## src/rtl/axi4l_params.svh

```systemverilog
`ifndef AXI4L_PARAMS_SVH
`define AXI4L_PARAMS_SVH

// bus widths
`define AXI4L_ADDR_WID 32
`define AXI4L_DATA_WID 32

// register file size, word registers from offset 0
`define AXI4L_NUM_REGS 8

`endif

```

## src/rtl/reg_slice_pkg.sv

```systemverilog
package reg_slice_pkg;

    typedef enum logic [1:0] {
        SLICE_BYPASS = 2'd0,  // wires only
        SLICE_LIGHT  = 2'd1,  // one entry, half rate
        SLICE_FULL   = 2'd2   // skid buffer, full rate
    } reg_slice_cfg_t;

    // peripheral reset lags by the channel latency
    function automatic int reset_pipe_stages(input reg_slice_cfg_t cfg);
        case (cfg)
            SLICE_BYPASS : return 0;
            default      : return 1;
        endcase
    endfunction

endpackage : reg_slice_pkg

```

## src/rtl/axi4l_pkg.sv

```systemverilog
`include "axi4l_params.svh"

package axi4l_pkg;

    // only the two codes this subsystem produces
    typedef enum logic [1:0] {
        OKAY   = 2'b00,
        DECERR = 2'b11
    } axi4l_resp_t;

    // write address channel
    typedef struct packed {
        logic [`AXI4L_ADDR_WID-1:0] addr;
        logic [2:0]                 prot;
    } axi4l_aw_t;

    // write data channel
    typedef struct packed {
        logic [`AXI4L_DATA_WID-1:0]   data;
        logic [`AXI4L_DATA_WID/8-1:0] strb;  // one bit per byte lane
    } axi4l_w_t;

    // write response channel
    typedef struct packed {
        axi4l_resp_t resp;
    } axi4l_b_t;

    // read address channel, same fields as aw
    typedef struct packed {
        logic [`AXI4L_ADDR_WID-1:0] addr;
        logic [2:0]                 prot;
    } axi4l_ar_t;

    // read data channel
    typedef struct packed {
        logic [`AXI4L_DATA_WID-1:0] data;
        axi4l_resp_t                resp;
    } axi4l_r_t;

endpackage : axi4l_pkg

```

## src/rtl/util_pipe.sv

```systemverilog
`timescale 1ns/10ps

module util_pipe #(
    parameter type DATA_T      = logic,
    parameter int  PIPE_STAGES = 1
) (
    input  logic  aclk,
    input  DATA_T data_in,
    output DATA_T data_out
);

    if (PIPE_STAGES == 0) begin : g_wire
        assign data_out = data_in;
    end else begin : g_regs
        DATA_T stage_q [PIPE_STAGES];

        always_ff @(posedge aclk) begin
            stage_q[0] <= data_in;
            for (int i = 1; i < PIPE_STAGES; i++) begin
                stage_q[i] <= stage_q[i-1];
            end
        end

        assign data_out = stage_q[PIPE_STAGES-1];  // oldest stage
    end

endmodule : util_pipe

```

## src/rtl/axi_channel_slice.sv

```systemverilog
`timescale 1ns/10ps

module axi_channel_slice #(
    parameter type                           PAYLOAD_T = logic,
    parameter reg_slice_pkg::reg_slice_cfg_t CFG       = reg_slice_pkg::SLICE_FULL
) (
    input  logic     aclk,
    input  logic     rst,
    input  logic     in_valid,
    output logic     in_ready,
    input  PAYLOAD_T in_data,
    output logic     out_valid,
    input  logic     out_ready,
    output PAYLOAD_T out_data
);
    import reg_slice_pkg::*;

    if (CFG == SLICE_FULL) begin : g_full
        logic     main_valid_q;
        logic     skid_valid_q;
        PAYLOAD_T main_data_q;
        PAYLOAD_T skid_data_q;
        logic     in_fire;
        logic     main_free;

        assign in_ready  = !skid_valid_q;  // straight from a flop
        assign in_fire   = in_valid && !skid_valid_q;
        assign main_free = !main_valid_q || out_ready;

        always_ff @(posedge aclk) begin
            if (rst) begin
                main_valid_q <= 1'b0;
                skid_valid_q <= 1'b0;
            end else if (main_free) begin
                main_valid_q <= skid_valid_q || in_fire;
                skid_valid_q <= 1'b0;
            end else if (in_fire) begin
                skid_valid_q <= 1'b1;  // main stalled, park the beat
            end
        end

        always_ff @(posedge aclk) begin
            if (main_free) begin
                main_data_q <= skid_valid_q ? skid_data_q : in_data;
            end else if (in_fire) begin
                skid_data_q <= in_data;
            end
        end

        assign out_valid = main_valid_q;
        assign out_data  = main_data_q;
    end else if (CFG == SLICE_LIGHT) begin : g_light
        logic     hold_valid_q;
        PAYLOAD_T hold_data_q;

        // must drain before it refills
        assign in_ready = !hold_valid_q;

        always_ff @(posedge aclk) begin
            if (rst) begin
                hold_valid_q <= 1'b0;
            end else if (!hold_valid_q) begin
                hold_valid_q <= in_valid;
            end else if (out_ready) begin
                hold_valid_q <= 1'b0;
            end
        end

        always_ff @(posedge aclk) begin
            if (!hold_valid_q) begin
                hold_data_q <= in_data;
            end
        end

        assign out_valid = hold_valid_q;
        assign out_data  = hold_data_q;
    end else begin : g_bypass
        assign in_ready  = out_ready;
        assign out_valid = in_valid;
        assign out_data  = in_data;
    end

endmodule : axi_channel_slice

```

## src/rtl/axi4l_reg_slice.sv

```systemverilog
`timescale 1ns/10ps

module axi4l_reg_slice #(
    parameter reg_slice_pkg::reg_slice_cfg_t CFG = reg_slice_pkg::SLICE_FULL
) (
    input  logic                 aclk,
    input  logic                 rst,
    // controller side
    input  logic                 s_aw_valid,
    output logic                 s_aw_ready,
    input  axi4l_pkg::axi4l_aw_t s_aw,
    input  logic                 s_w_valid,
    output logic                 s_w_ready,
    input  axi4l_pkg::axi4l_w_t  s_w,
    output logic                 s_b_valid,
    input  logic                 s_b_ready,
    output axi4l_pkg::axi4l_b_t  s_b,
    input  logic                 s_ar_valid,
    output logic                 s_ar_ready,
    input  axi4l_pkg::axi4l_ar_t s_ar,
    output logic                 s_r_valid,
    input  logic                 s_r_ready,
    output axi4l_pkg::axi4l_r_t  s_r,
    // peripheral side
    output logic                 m_aw_valid,
    input  logic                 m_aw_ready,
    output axi4l_pkg::axi4l_aw_t m_aw,
    output logic                 m_w_valid,
    input  logic                 m_w_ready,
    output axi4l_pkg::axi4l_w_t  m_w,
    input  logic                 m_b_valid,
    output logic                 m_b_ready,
    input  axi4l_pkg::axi4l_b_t  m_b,
    output logic                 m_ar_valid,
    input  logic                 m_ar_ready,
    output axi4l_pkg::axi4l_ar_t m_ar,
    input  logic                 m_r_valid,
    output logic                 m_r_ready,
    input  axi4l_pkg::axi4l_r_t  m_r,
    output logic                 periph_rst
);
    import axi4l_pkg::*;
    import reg_slice_pkg::*;

    axi_channel_slice #(.PAYLOAD_T(axi4l_aw_t), .CFG(CFG)) u_aw_slice (
        .aclk, .rst,
        .in_valid  (s_aw_valid), .in_ready (s_aw_ready), .in_data  (s_aw),
        .out_valid (m_aw_valid), .out_ready(m_aw_ready), .out_data (m_aw)
    );

    axi_channel_slice #(.PAYLOAD_T(axi4l_w_t), .CFG(CFG)) u_w_slice (
        .aclk, .rst,
        .in_valid  (s_w_valid), .in_ready (s_w_ready), .in_data  (s_w),
        .out_valid (m_w_valid), .out_ready(m_w_ready), .out_data (m_w)
    );

    // responses run peripheral to controller
    axi_channel_slice #(.PAYLOAD_T(axi4l_b_t), .CFG(CFG)) u_b_slice (
        .aclk, .rst,
        .in_valid  (m_b_valid), .in_ready (m_b_ready), .in_data  (m_b),
        .out_valid (s_b_valid), .out_ready(s_b_ready), .out_data (s_b)
    );

    axi_channel_slice #(.PAYLOAD_T(axi4l_ar_t), .CFG(CFG)) u_ar_slice (
        .aclk, .rst,
        .in_valid  (s_ar_valid), .in_ready (s_ar_ready), .in_data  (s_ar),
        .out_valid (m_ar_valid), .out_ready(m_ar_ready), .out_data (m_ar)
    );

    axi_channel_slice #(.PAYLOAD_T(axi4l_r_t), .CFG(CFG)) u_r_slice (
        .aclk, .rst,
        .in_valid  (m_r_valid), .in_ready (m_r_ready), .in_data  (m_r),
        .out_valid (s_r_valid), .out_ready(s_r_ready), .out_data (s_r)
    );

    // peripheral leaves reset in step with the channel latency
    util_pipe #(
        .DATA_T      (logic),
        .PIPE_STAGES (reset_pipe_stages(CFG))
    ) u_rst_pipe (
        .aclk,
        .data_in  (rst),
        .data_out (periph_rst)
    );

endmodule : axi4l_reg_slice

```

## src/rtl/axi4l_reg_file.sv

```systemverilog
`timescale 1ns/10ps
`include "axi4l_params.svh"

module axi4l_reg_file (
    input  logic                 aclk,
    input  logic                 rst,
    input  logic                 aw_valid,
    output logic                 aw_ready,
    input  axi4l_pkg::axi4l_aw_t aw,
    input  logic                 w_valid,
    output logic                 w_ready,
    input  axi4l_pkg::axi4l_w_t  w,
    output logic                 b_valid,
    input  logic                 b_ready,
    output axi4l_pkg::axi4l_b_t  b,
    input  logic                 ar_valid,
    output logic                 ar_ready,
    input  axi4l_pkg::axi4l_ar_t ar,
    output logic                 r_valid,
    input  logic                 r_ready,
    output axi4l_pkg::axi4l_r_t  r
);
    import axi4l_pkg::*;

    localparam int ADDR_WID = `AXI4L_ADDR_WID;
    localparam int DATA_WID = `AXI4L_DATA_WID;
    localparam int NUM_REGS = `AXI4L_NUM_REGS;
    localparam int IDX_WID  = $clog2(NUM_REGS);
    localparam logic [ADDR_WID-1:0] REG_SPAN = ADDR_WID'(NUM_REGS * 4);

    logic [DATA_WID-1:0] regs_q [NUM_REGS];
    logic                aw_held_q;
    logic                w_held_q;
    logic [ADDR_WID-1:0] aw_addr_q;
    axi4l_w_t            w_q;
    logic                b_valid_q;
    logic                r_valid_q;
    axi4l_b_t            b_q;
    axi4l_r_t            r_q;
    logic                aw_fire;
    logic                w_fire;
    logic                ar_fire;
    logic                wr_go;
    logic [ADDR_WID-1:0] wr_addr;
    axi4l_w_t            wr_data;
    logic                wr_hit;
    logic                rd_hit;
    logic [IDX_WID-1:0]  wr_idx;
    logic [IDX_WID-1:0]  rd_idx;

    // no new request of a kind while its response waits
    assign aw_ready = !aw_held_q && !b_valid_q;
    assign w_ready  = !w_held_q && !b_valid_q;
    assign ar_ready = !r_valid_q;

    assign aw_fire = aw_valid && aw_ready;
    assign w_fire  = w_valid && w_ready;
    assign ar_fire = ar_valid && ar_ready;

    // write once both halves are in hand
    assign wr_go   = (aw_fire || aw_held_q) && (w_fire || w_held_q);
    assign wr_addr = aw_held_q ? aw_addr_q : aw.addr;
    assign wr_data = w_held_q ? w_q : w;
    assign wr_hit  = wr_addr < REG_SPAN;
    assign wr_idx  = wr_addr[IDX_WID+1:2];  // byte offset ignored
    assign rd_hit  = ar.addr < REG_SPAN;
    assign rd_idx  = ar.addr[IDX_WID+1:2];

    always_ff @(posedge aclk) begin
        if (rst) begin
            aw_held_q <= 1'b0;
            w_held_q  <= 1'b0;
            b_valid_q <= 1'b0;
            r_valid_q <= 1'b0;
        end else begin
            aw_held_q <= wr_go ? 1'b0 : (aw_held_q || aw_fire);
            w_held_q  <= wr_go ? 1'b0 : (w_held_q || w_fire);
            if (wr_go) begin
                b_valid_q <= 1'b1;
            end else if (b_ready) begin
                b_valid_q <= 1'b0;
            end
            if (ar_fire) begin
                r_valid_q <= 1'b1;
            end else if (r_ready) begin
                r_valid_q <= 1'b0;
            end
        end
    end

    always_ff @(posedge aclk) begin
        if (aw_fire) aw_addr_q <= aw.addr;
        if (w_fire) w_q <= w;
        if (wr_go) b_q.resp <= wr_hit ? OKAY : DECERR;
        if (ar_fire) begin
            r_q.data <= rd_hit ? regs_q[rd_idx] : '0;
            r_q.resp <= rd_hit ? OKAY : DECERR;
        end
    end

    always_ff @(posedge aclk) begin
        if (rst) begin
            for (int i = 0; i < NUM_REGS; i++) begin
                regs_q[i] <= '0;
            end
        end else if (wr_go && wr_hit) begin
            for (int j = 0; j < DATA_WID / 8; j++) begin
                if (wr_data.strb[j]) regs_q[wr_idx][8*j +: 8] <= wr_data.data[8*j +: 8];
            end
        end
    end

    assign b_valid = b_valid_q;
    assign b       = b_q;
    assign r_valid = r_valid_q;
    assign r       = r_q;

endmodule : axi4l_reg_file

```

## src/rtl/axi4l_slice_top.sv

```systemverilog
`timescale 1ns/10ps

module axi4l_slice_top #(
    parameter reg_slice_pkg::reg_slice_cfg_t SLICE_CFG = reg_slice_pkg::SLICE_FULL
) (
    input  logic                 aclk,
    input  logic                 rst,
    input  logic                 s_aw_valid,
    output logic                 s_aw_ready,
    input  axi4l_pkg::axi4l_aw_t s_aw,
    input  logic                 s_w_valid,
    output logic                 s_w_ready,
    input  axi4l_pkg::axi4l_w_t  s_w,
    output logic                 s_b_valid,
    input  logic                 s_b_ready,
    output axi4l_pkg::axi4l_b_t  s_b,
    input  logic                 s_ar_valid,
    output logic                 s_ar_ready,
    input  axi4l_pkg::axi4l_ar_t s_ar,
    output logic                 s_r_valid,
    input  logic                 s_r_ready,
    output axi4l_pkg::axi4l_r_t  s_r
);
    import axi4l_pkg::*;

    // slice to register file
    logic      aw_valid, aw_ready;
    axi4l_aw_t aw;
    logic      w_valid, w_ready;
    axi4l_w_t  w;
    logic      b_valid, b_ready;
    axi4l_b_t  b;
    logic      ar_valid, ar_ready;
    axi4l_ar_t ar;
    logic      r_valid, r_ready;
    axi4l_r_t  r;
    logic      periph_rst;

    axi4l_reg_slice #(.CFG(SLICE_CFG)) u_slice (
        .aclk, .rst,
        .s_aw_valid, .s_aw_ready, .s_aw,
        .s_w_valid, .s_w_ready, .s_w,
        .s_b_valid, .s_b_ready, .s_b,
        .s_ar_valid, .s_ar_ready, .s_ar,
        .s_r_valid, .s_r_ready, .s_r,
        .m_aw_valid (aw_valid), .m_aw_ready (aw_ready), .m_aw (aw),
        .m_w_valid  (w_valid),  .m_w_ready  (w_ready),  .m_w  (w),
        .m_b_valid  (b_valid),  .m_b_ready  (b_ready),  .m_b  (b),
        .m_ar_valid (ar_valid), .m_ar_ready (ar_ready), .m_ar (ar),
        .m_r_valid  (r_valid),  .m_r_ready  (r_ready),  .m_r  (r),
        .periph_rst
    );

    axi4l_reg_file u_regs (
        .aclk,
        .rst (periph_rst),  // delayed copy from the slice
        .aw_valid, .aw_ready, .aw,
        .w_valid, .w_ready, .w,
        .b_valid, .b_ready, .b,
        .ar_valid, .ar_ready, .ar,
        .r_valid, .r_ready, .r
    );

endmodule : axi4l_slice_top

```

## config.mk

```make
export PLATFORM = sky130hd
export DESIGN_NAME = axi4l_slice_top
export DESIGN_NICKNAME = d
export VERILOG_FILES = /design/src/rtl/reg_slice_pkg.sv /design/src/rtl/axi4l_pkg.sv /design/src/rtl/util_pipe.sv /design/src/rtl/axi_channel_slice.sv /design/src/rtl/axi4l_reg_slice.sv /design/src/rtl/axi4l_reg_file.sv /design/src/rtl/axi4l_slice_top.sv
export VERILOG_INCLUDE_DIRS = /design/src /design/src/rtl
export SDC_FILE = /design/constraint.sdc
export NUM_CORES = 1
export LEC_CHECK = 0
export BUFFER_PORTS_ARGS = -buffer_cell sky130_fd_sc_hd__buf_2
export CORE_MARGIN = 4
export CORE_UTILIZATION = 50
export CTS_CLUSTER_DIAMETER = 200
export CTS_CLUSTER_SIZE = 30
export DETAILED_ROUTE_END_ITERATION = 10
export HOLD_SLACK_MARGIN = 0.08
export PLACE_DENSITY_LB_ADDON = 0.08
export RECOVER_POWER = 25
export SLEW_MARGIN = 20
export SYNTH_ARGS = -nofsm -noshare
export SYNTH_HDL_FRONTEND = slang
export SYNTH_HIERARCHICAL = 1
export SYNTH_SLANG_ARGS = --single-unit
```

## constraint.sdc

```tcl
create_clock -name aclk -period 6.5 [get_ports aclk]
set_input_delay 1.625 -clock aclk [delete_from_list [all_inputs] [get_ports aclk]]
set_output_delay 1.625 -clock aclk [all_outputs]
set_load 0.1 [all_outputs]
```

# After elaboration in Yosys (flattened, before gate mapping)
# Memory sizes are Yosys's and may differ from the RTL's. A register that Yosys moved wholly into a read port is not among the register bits.
# Cells that the tools add are included.
[op_classes]
magnitude_cmp = 2
n_eq_ne = 2
n_mux = 34
bitwise_logic = 5
n_reduce_logical = 51
[op_table]
columns = ["op", "n"]
rows = [
  ["$mux 36", 2],
  ["$mux 35", 2],
  ["$lt 32x6->1 const B", 2],
  ["$mux 32", 2],
  ["$mux 34", 1],
  ["$reduce_or 32->1", 1],
  ["$mux 1", 22],
  ["$logic_not 1->1", 15],
  ["$logic_and 1x1->1", 12],
  ["$logic_or 1x1->1", 12],
  ["$reduce_or 2->1", 6],
  ["$reduce_and 2->1", 5],
  ["$mux 2", 3],
  ["$not 1->1", 5],
  ["$mux 4", 1],
  ["$ne 2x1->1 const B", 2],
  ["$mux 3", 1],
]
[word_totals]
regBits = 364
ramBits = 257
in_bits = 113
output_inout_bits = 41
elab_cells = 131
n_memories = 2
[memory_table]
columns = ["memory", "depth", "word_bits", "rd", "rd_ports_with_merged_regs", "write_ports", "line", "source"]
rows = [
  ["u_regs.regs_q", 8, 32, 1, 1, 8, "axi4l_reg_file.sv:31", "logic [DATA_WID-1:0] regs_q [NUM_REGS];"],
  ["u_slice.u_rst_pipe.g_regs.stage_q", 1, 1, 1, 0, 1, "util_pipe.sv:15", "DATA_T stage_q [PIPE_STAGES];"],
]

# Logic depth before layout (Yosys ltp)
[logic_depth]
word_depth = 11
depth_mapped = 7
depth_no_buf = 4

# Cells and area by module
# Netlist, hierarchy kept.
[by_module_without_submodules]
columns = ["module", "instances", "cells_per_inst", "area_per_inst_um2", "seq_area_each_um2"]
rows = [
  ["axi4l_reg_file", 1, 1233, 16833.6, 10770.3],
  ["axi_channel_slice (u_slice.u_ar_slice ...)", 2, 117, 2670.1, 2142.1],
  ["axi_channel_slice (u_slice.u_w_slice)", 1, 120, 2706.3, 2202.1],
  ["axi_channel_slice (u_slice.u_r_slice)", 1, 114, 2663.8, 2082.0],
  ["axi_channel_slice (u_slice.u_b_slice)", 1, 14, 221.5, 160.2],
  ["util_pipe", 1, 1, 20.0, 20.0],
]

# Worst setup path before layout
# No wires, ideal clock.
[synth_timing]
path_type = "input to register"
startpoint = "input port s_r_ready"
endpoint = "register u_slice/u_r_slice/g_full.skid_data_q[0] in the netlist's numbering (enable)"
t_arrival_ps = 5135
slack_ps = 890
cell_stages = 2
n_path_buf = 0
path_cell_list = "nand2b_1 -> nor3b_1"
[synth_via]
elab_chain_cells = 3
[synth_lines]
columns = ["element", "line", "source"]
rows = [
  ["from (decl)", "axi4l_slice_top.sv:21", "input logic s_r_ready,"],
  ["$logic_or 1x1->1", "axi_channel_slice.sv:28", "assign main_free = !main_valid_q || out_ready;"],
  ["$not 1->1 (no line)", "n/a", ""],
  ["$reduce_and 2->1 (no line)", "n/a", ""],
  ["to (signal assigned)", "axi_channel_slice.sv:46", "skid_data_q <= in_data;"],
  ["to (decl)", "axi_channel_slice.sv:22", "PAYLOAD_T skid_data_q;"],
]
# Every way passes these cells.
# A chain may end at the register's enable or synchronous reset.

# Worst setup path in the final report
[layout_timing]
startpoint = "register u_slice.u_w_slice.g_full.skid_valid_q"
endpoint = "output port s_w_ready"
[layout_via]
elab_chain_cells = 1
[layout_lines]
columns = ["element", "line", "source"]
rows = [
  ["from (decl)", "axi_channel_slice.sv:20", "logic skid_valid_q;"],
  ["from (signal assigned)", "axi_channel_slice.sv:33", "skid_valid_q <= 1'b0;"],
  ["from (signal assigned)", "axi_channel_slice.sv:36", "skid_valid_q <= 1'b0;"],
  ["from (signal assigned)", "axi_channel_slice.sv:38", "skid_valid_q <= 1'b1;"],
  ["$logic_not 1->1", "axi_channel_slice.sv:26", "assign in_ready = !skid_valid_q;"],
  ["to (decl)", "axi4l_slice_top.sv:12", "output logic s_w_ready,"],
]
# Every way passes these cells.

==> flow_summary_export.csv <==
group,metric,value,unit
timing,finalHoldViolCount,0,
timing,layout_setup_ws,2900,ps
global_routing,grt_pass1_wl,84.5,mm
floorplan,fp.dieArea,57900,sq um
timing,timing.hold.ws,427,ps
global_routing,grt_usage,18.7,%
floorplan,io_pins,154,
critical_path,crit_path_end_kind,"output pin",
floorplan,die_w,241,microns
synth,synth_area_per_cell,16.1,sq um
critical_path,criticalPathCategory,"reg2out",
drt,avgRoutedWirePerCell,22.6,microns
cts,clkTransAtPathRegs,100,ps
outcome,status,"finished, violations left",
final_layout,area_delta_synth_final,5.38,%
drt,drtIter0Drc,1236,
timing,slew_viol_final,105,
outcome,violations,"max-capacitance violations, max-slew violations",
critical_path,r2r_start,"u_regs/aw_held_q$_SDFF_PP0_",
critical_path,startpoint,"u_slice/u_w_slice/g_full.skid_valid_q$_SDFFE_PP0P_",
final_layout,multiInputGateArea,7100,sq um
critical_path,critical_path_required,4880,ps
timing,setup-tns-final,0,ps
place,place.gp.congestion,0.760,
final_layout,regArea,18900,sq um
cts,cts_tree,"done",
synth,ys_warn_count,6,
drt,first_pass_iters,6,
floorplan,dieHeight,241,microns
cts,cts-root-buf,"clkbuf_16",
cts,htree_num_levels,1,
final_layout,num_antenna_cells,0,
synth,postSynthCellCount,1686,
timing,worstMarginPinSlew,2100,ps
cts,clkLatencyLatePin,610,ps
cts,ctsResizeCount,0,
final_layout,final_nets,1832,
timing,clock.fmax,0.278,GHz
critical_path,critPathLaunchType,"flop",
power,p_leak,9.06,nW
timing,clock_skew,55.7,ps
drt,wirelength,54.9,mm
synth,syn-num-nets,1799,
power,vdd_drop_max,0.205,mV
timing,rsz0062_at_grt,"false",
synth,synth.cell_area,27100,sq um
cts,cts_setup_buffers,0,
drt,vias_per_cell,5.94,
power,powerDensity,259,nW/um^2
critical_path,crit_arrival,1970,ps
critical_path,worstRegToRegCells,5,
final_layout,finalNonFillerCells,2432,
final_layout,fill_cells,4425,
global_routing,antenna_found_initial,0,
critical_path,r2r_end,"u_regs/regs_q[7][9]$_SDFFCE_PN0P_",
cts,cts_hold_buf,0,
place,hpwl,32.9,mm
floorplan,start_util,50.4,%
final_layout,drive_gt1_share,18.0,%
timing,setup_violations,0,
critical_path,rrSetupSlack,3050,ps
flow_run,drv_cap,3,
cts,numClockSinks,635,
drt,ant_nets,0,
floorplan,row_count,85,
timing,post-route-period-util,55.4,%
place,place_inst,2387,
hold_path,min_path_type,"reg2reg",
global_routing,grt_overflow,0,
global_routing,grt_max_degree,258,
timing,period_needed,3600,ps
floorplan,core,53700,sq um
hold_path,hp-start,"u_slice/u_aw_slice/out_data[24]$_DFFE_PP_",
drt,vias,14400,
timing,slew_headroom,-39.9,%
global_routing,grt_pass1_vias,14300,
drt,drc,0,
power,power,0.00739,W
cts,numCtsBuffers,25,
critical_path,critPathMaxFanout,39,
place,pre_cts_ws,3070,ps
critical_path,endpoint,"s_w_ready",
place,io_buffers,143,
cts,clock_path_buffers,3,
## where the power goes
part	internal [W]	leakage [nW]	switching, W
Sequential	0.00467	6.29	0.0000672
Clock	0.000748	0.341	0.00120
Combinational	0.000196	2.43	0.000505
## flip-flops by register name, summed over array words and instances, names as in the netlist, 30 cells and up
signal	count
u_regs/r	33
u_slice/u_r_slice/g_full.skid_data_q	34
u_slice/u_w_slice/out_data	36
u_slice/u_aw_slice/out_data	30
u_slice/u_aw_slice/g_full.skid_data_q	30
u_slice/u_ar_slice/g_full.skid_data_q	30
u_regs/w_q	36
u_regs/aw_addr_q	30
u_slice/u_w_slice/g_full.skid_data_q	36
u_slice/u_r_slice/out_data	34
u_slice/u_ar_slice/out_data	30
u_regs/regs_q	256
## stage by stage
| stage | util [%] | area [sq um] |
|---|---|---|
| after global placement | 52.2 | 28000 |
| after detailed placement | 52.2 | 28000 |
| after CTS | 53.5 | 28800 |
| after global routing | 53.1 | 28500 |
| final | 53.1 | 28500 |
| after floorplan | - | 27100 |
## layer usage
layer	GRT usage (%)	routed length (microns)	vias to the layer above
met1	28.8	25500	7249
met4	3.03	878	0
met2	29.4	25400	361
met3	2.40	3100	48
li1	-	-	6789
met5	0	0	-
## cell type report
class | count | share of cell area [%]
Clock buffer | 43 | 2.43
Timing Repair Buffer | 174 | 3.07
Inverter | 9 | 0.118
Tap cell | 696 | 3.05
Multi-Input combinational cell | 874 | 24.9
Clock inverter | 1 | 0.105
Sequential cell | 635 | 66.3
## worst min path at each step
stage	cells after the start	end
floorplan	0	u_regs/aw_addr_q[12]$_DFFE_PP_
global placement	0	u_regs/aw_addr_q[20]$_DFFE_PP_
detailed placement	0	u_regs/aw_addr_q[12]$_DFFE_PP_
CTS	0	u_regs/aw_addr_q[21]$_DFFE_PP_
global route	0	u_regs/aw_addr_q[21]$_DFFE_PP_
finish	0	u_regs/aw_addr_q[21]$_DFFE_PP_
## cells in the final DEF (no fill, tap or decap), drive strengths merged
cell and count:
and3 1, or4 2, a221o 2, nor2 55
a21oi 6, mux4 64, mux2 133, nand2b 9
o22ai 2, mux2i 37, inv 9, and4 1
a32o 1, clkbuf 122, buf 95, nand2 164
or2 1, and2 2, o21ai 33, edfxtp 620
nor2b 1, a21o 1, clkinv 1, nand4 3
a41o 32, nor3b 5, a221oi 1, a211oi 1
nor3 11, a22o 1, nor4 270, dfxtp 15
nor4b 2, nand3 33
## worst max-delay path, stage by stage (launching register included)
cell	delay, ps
dfxtp_2	980
inv_1	80
buf_2	320
Power figures use the tool's default switching activity.
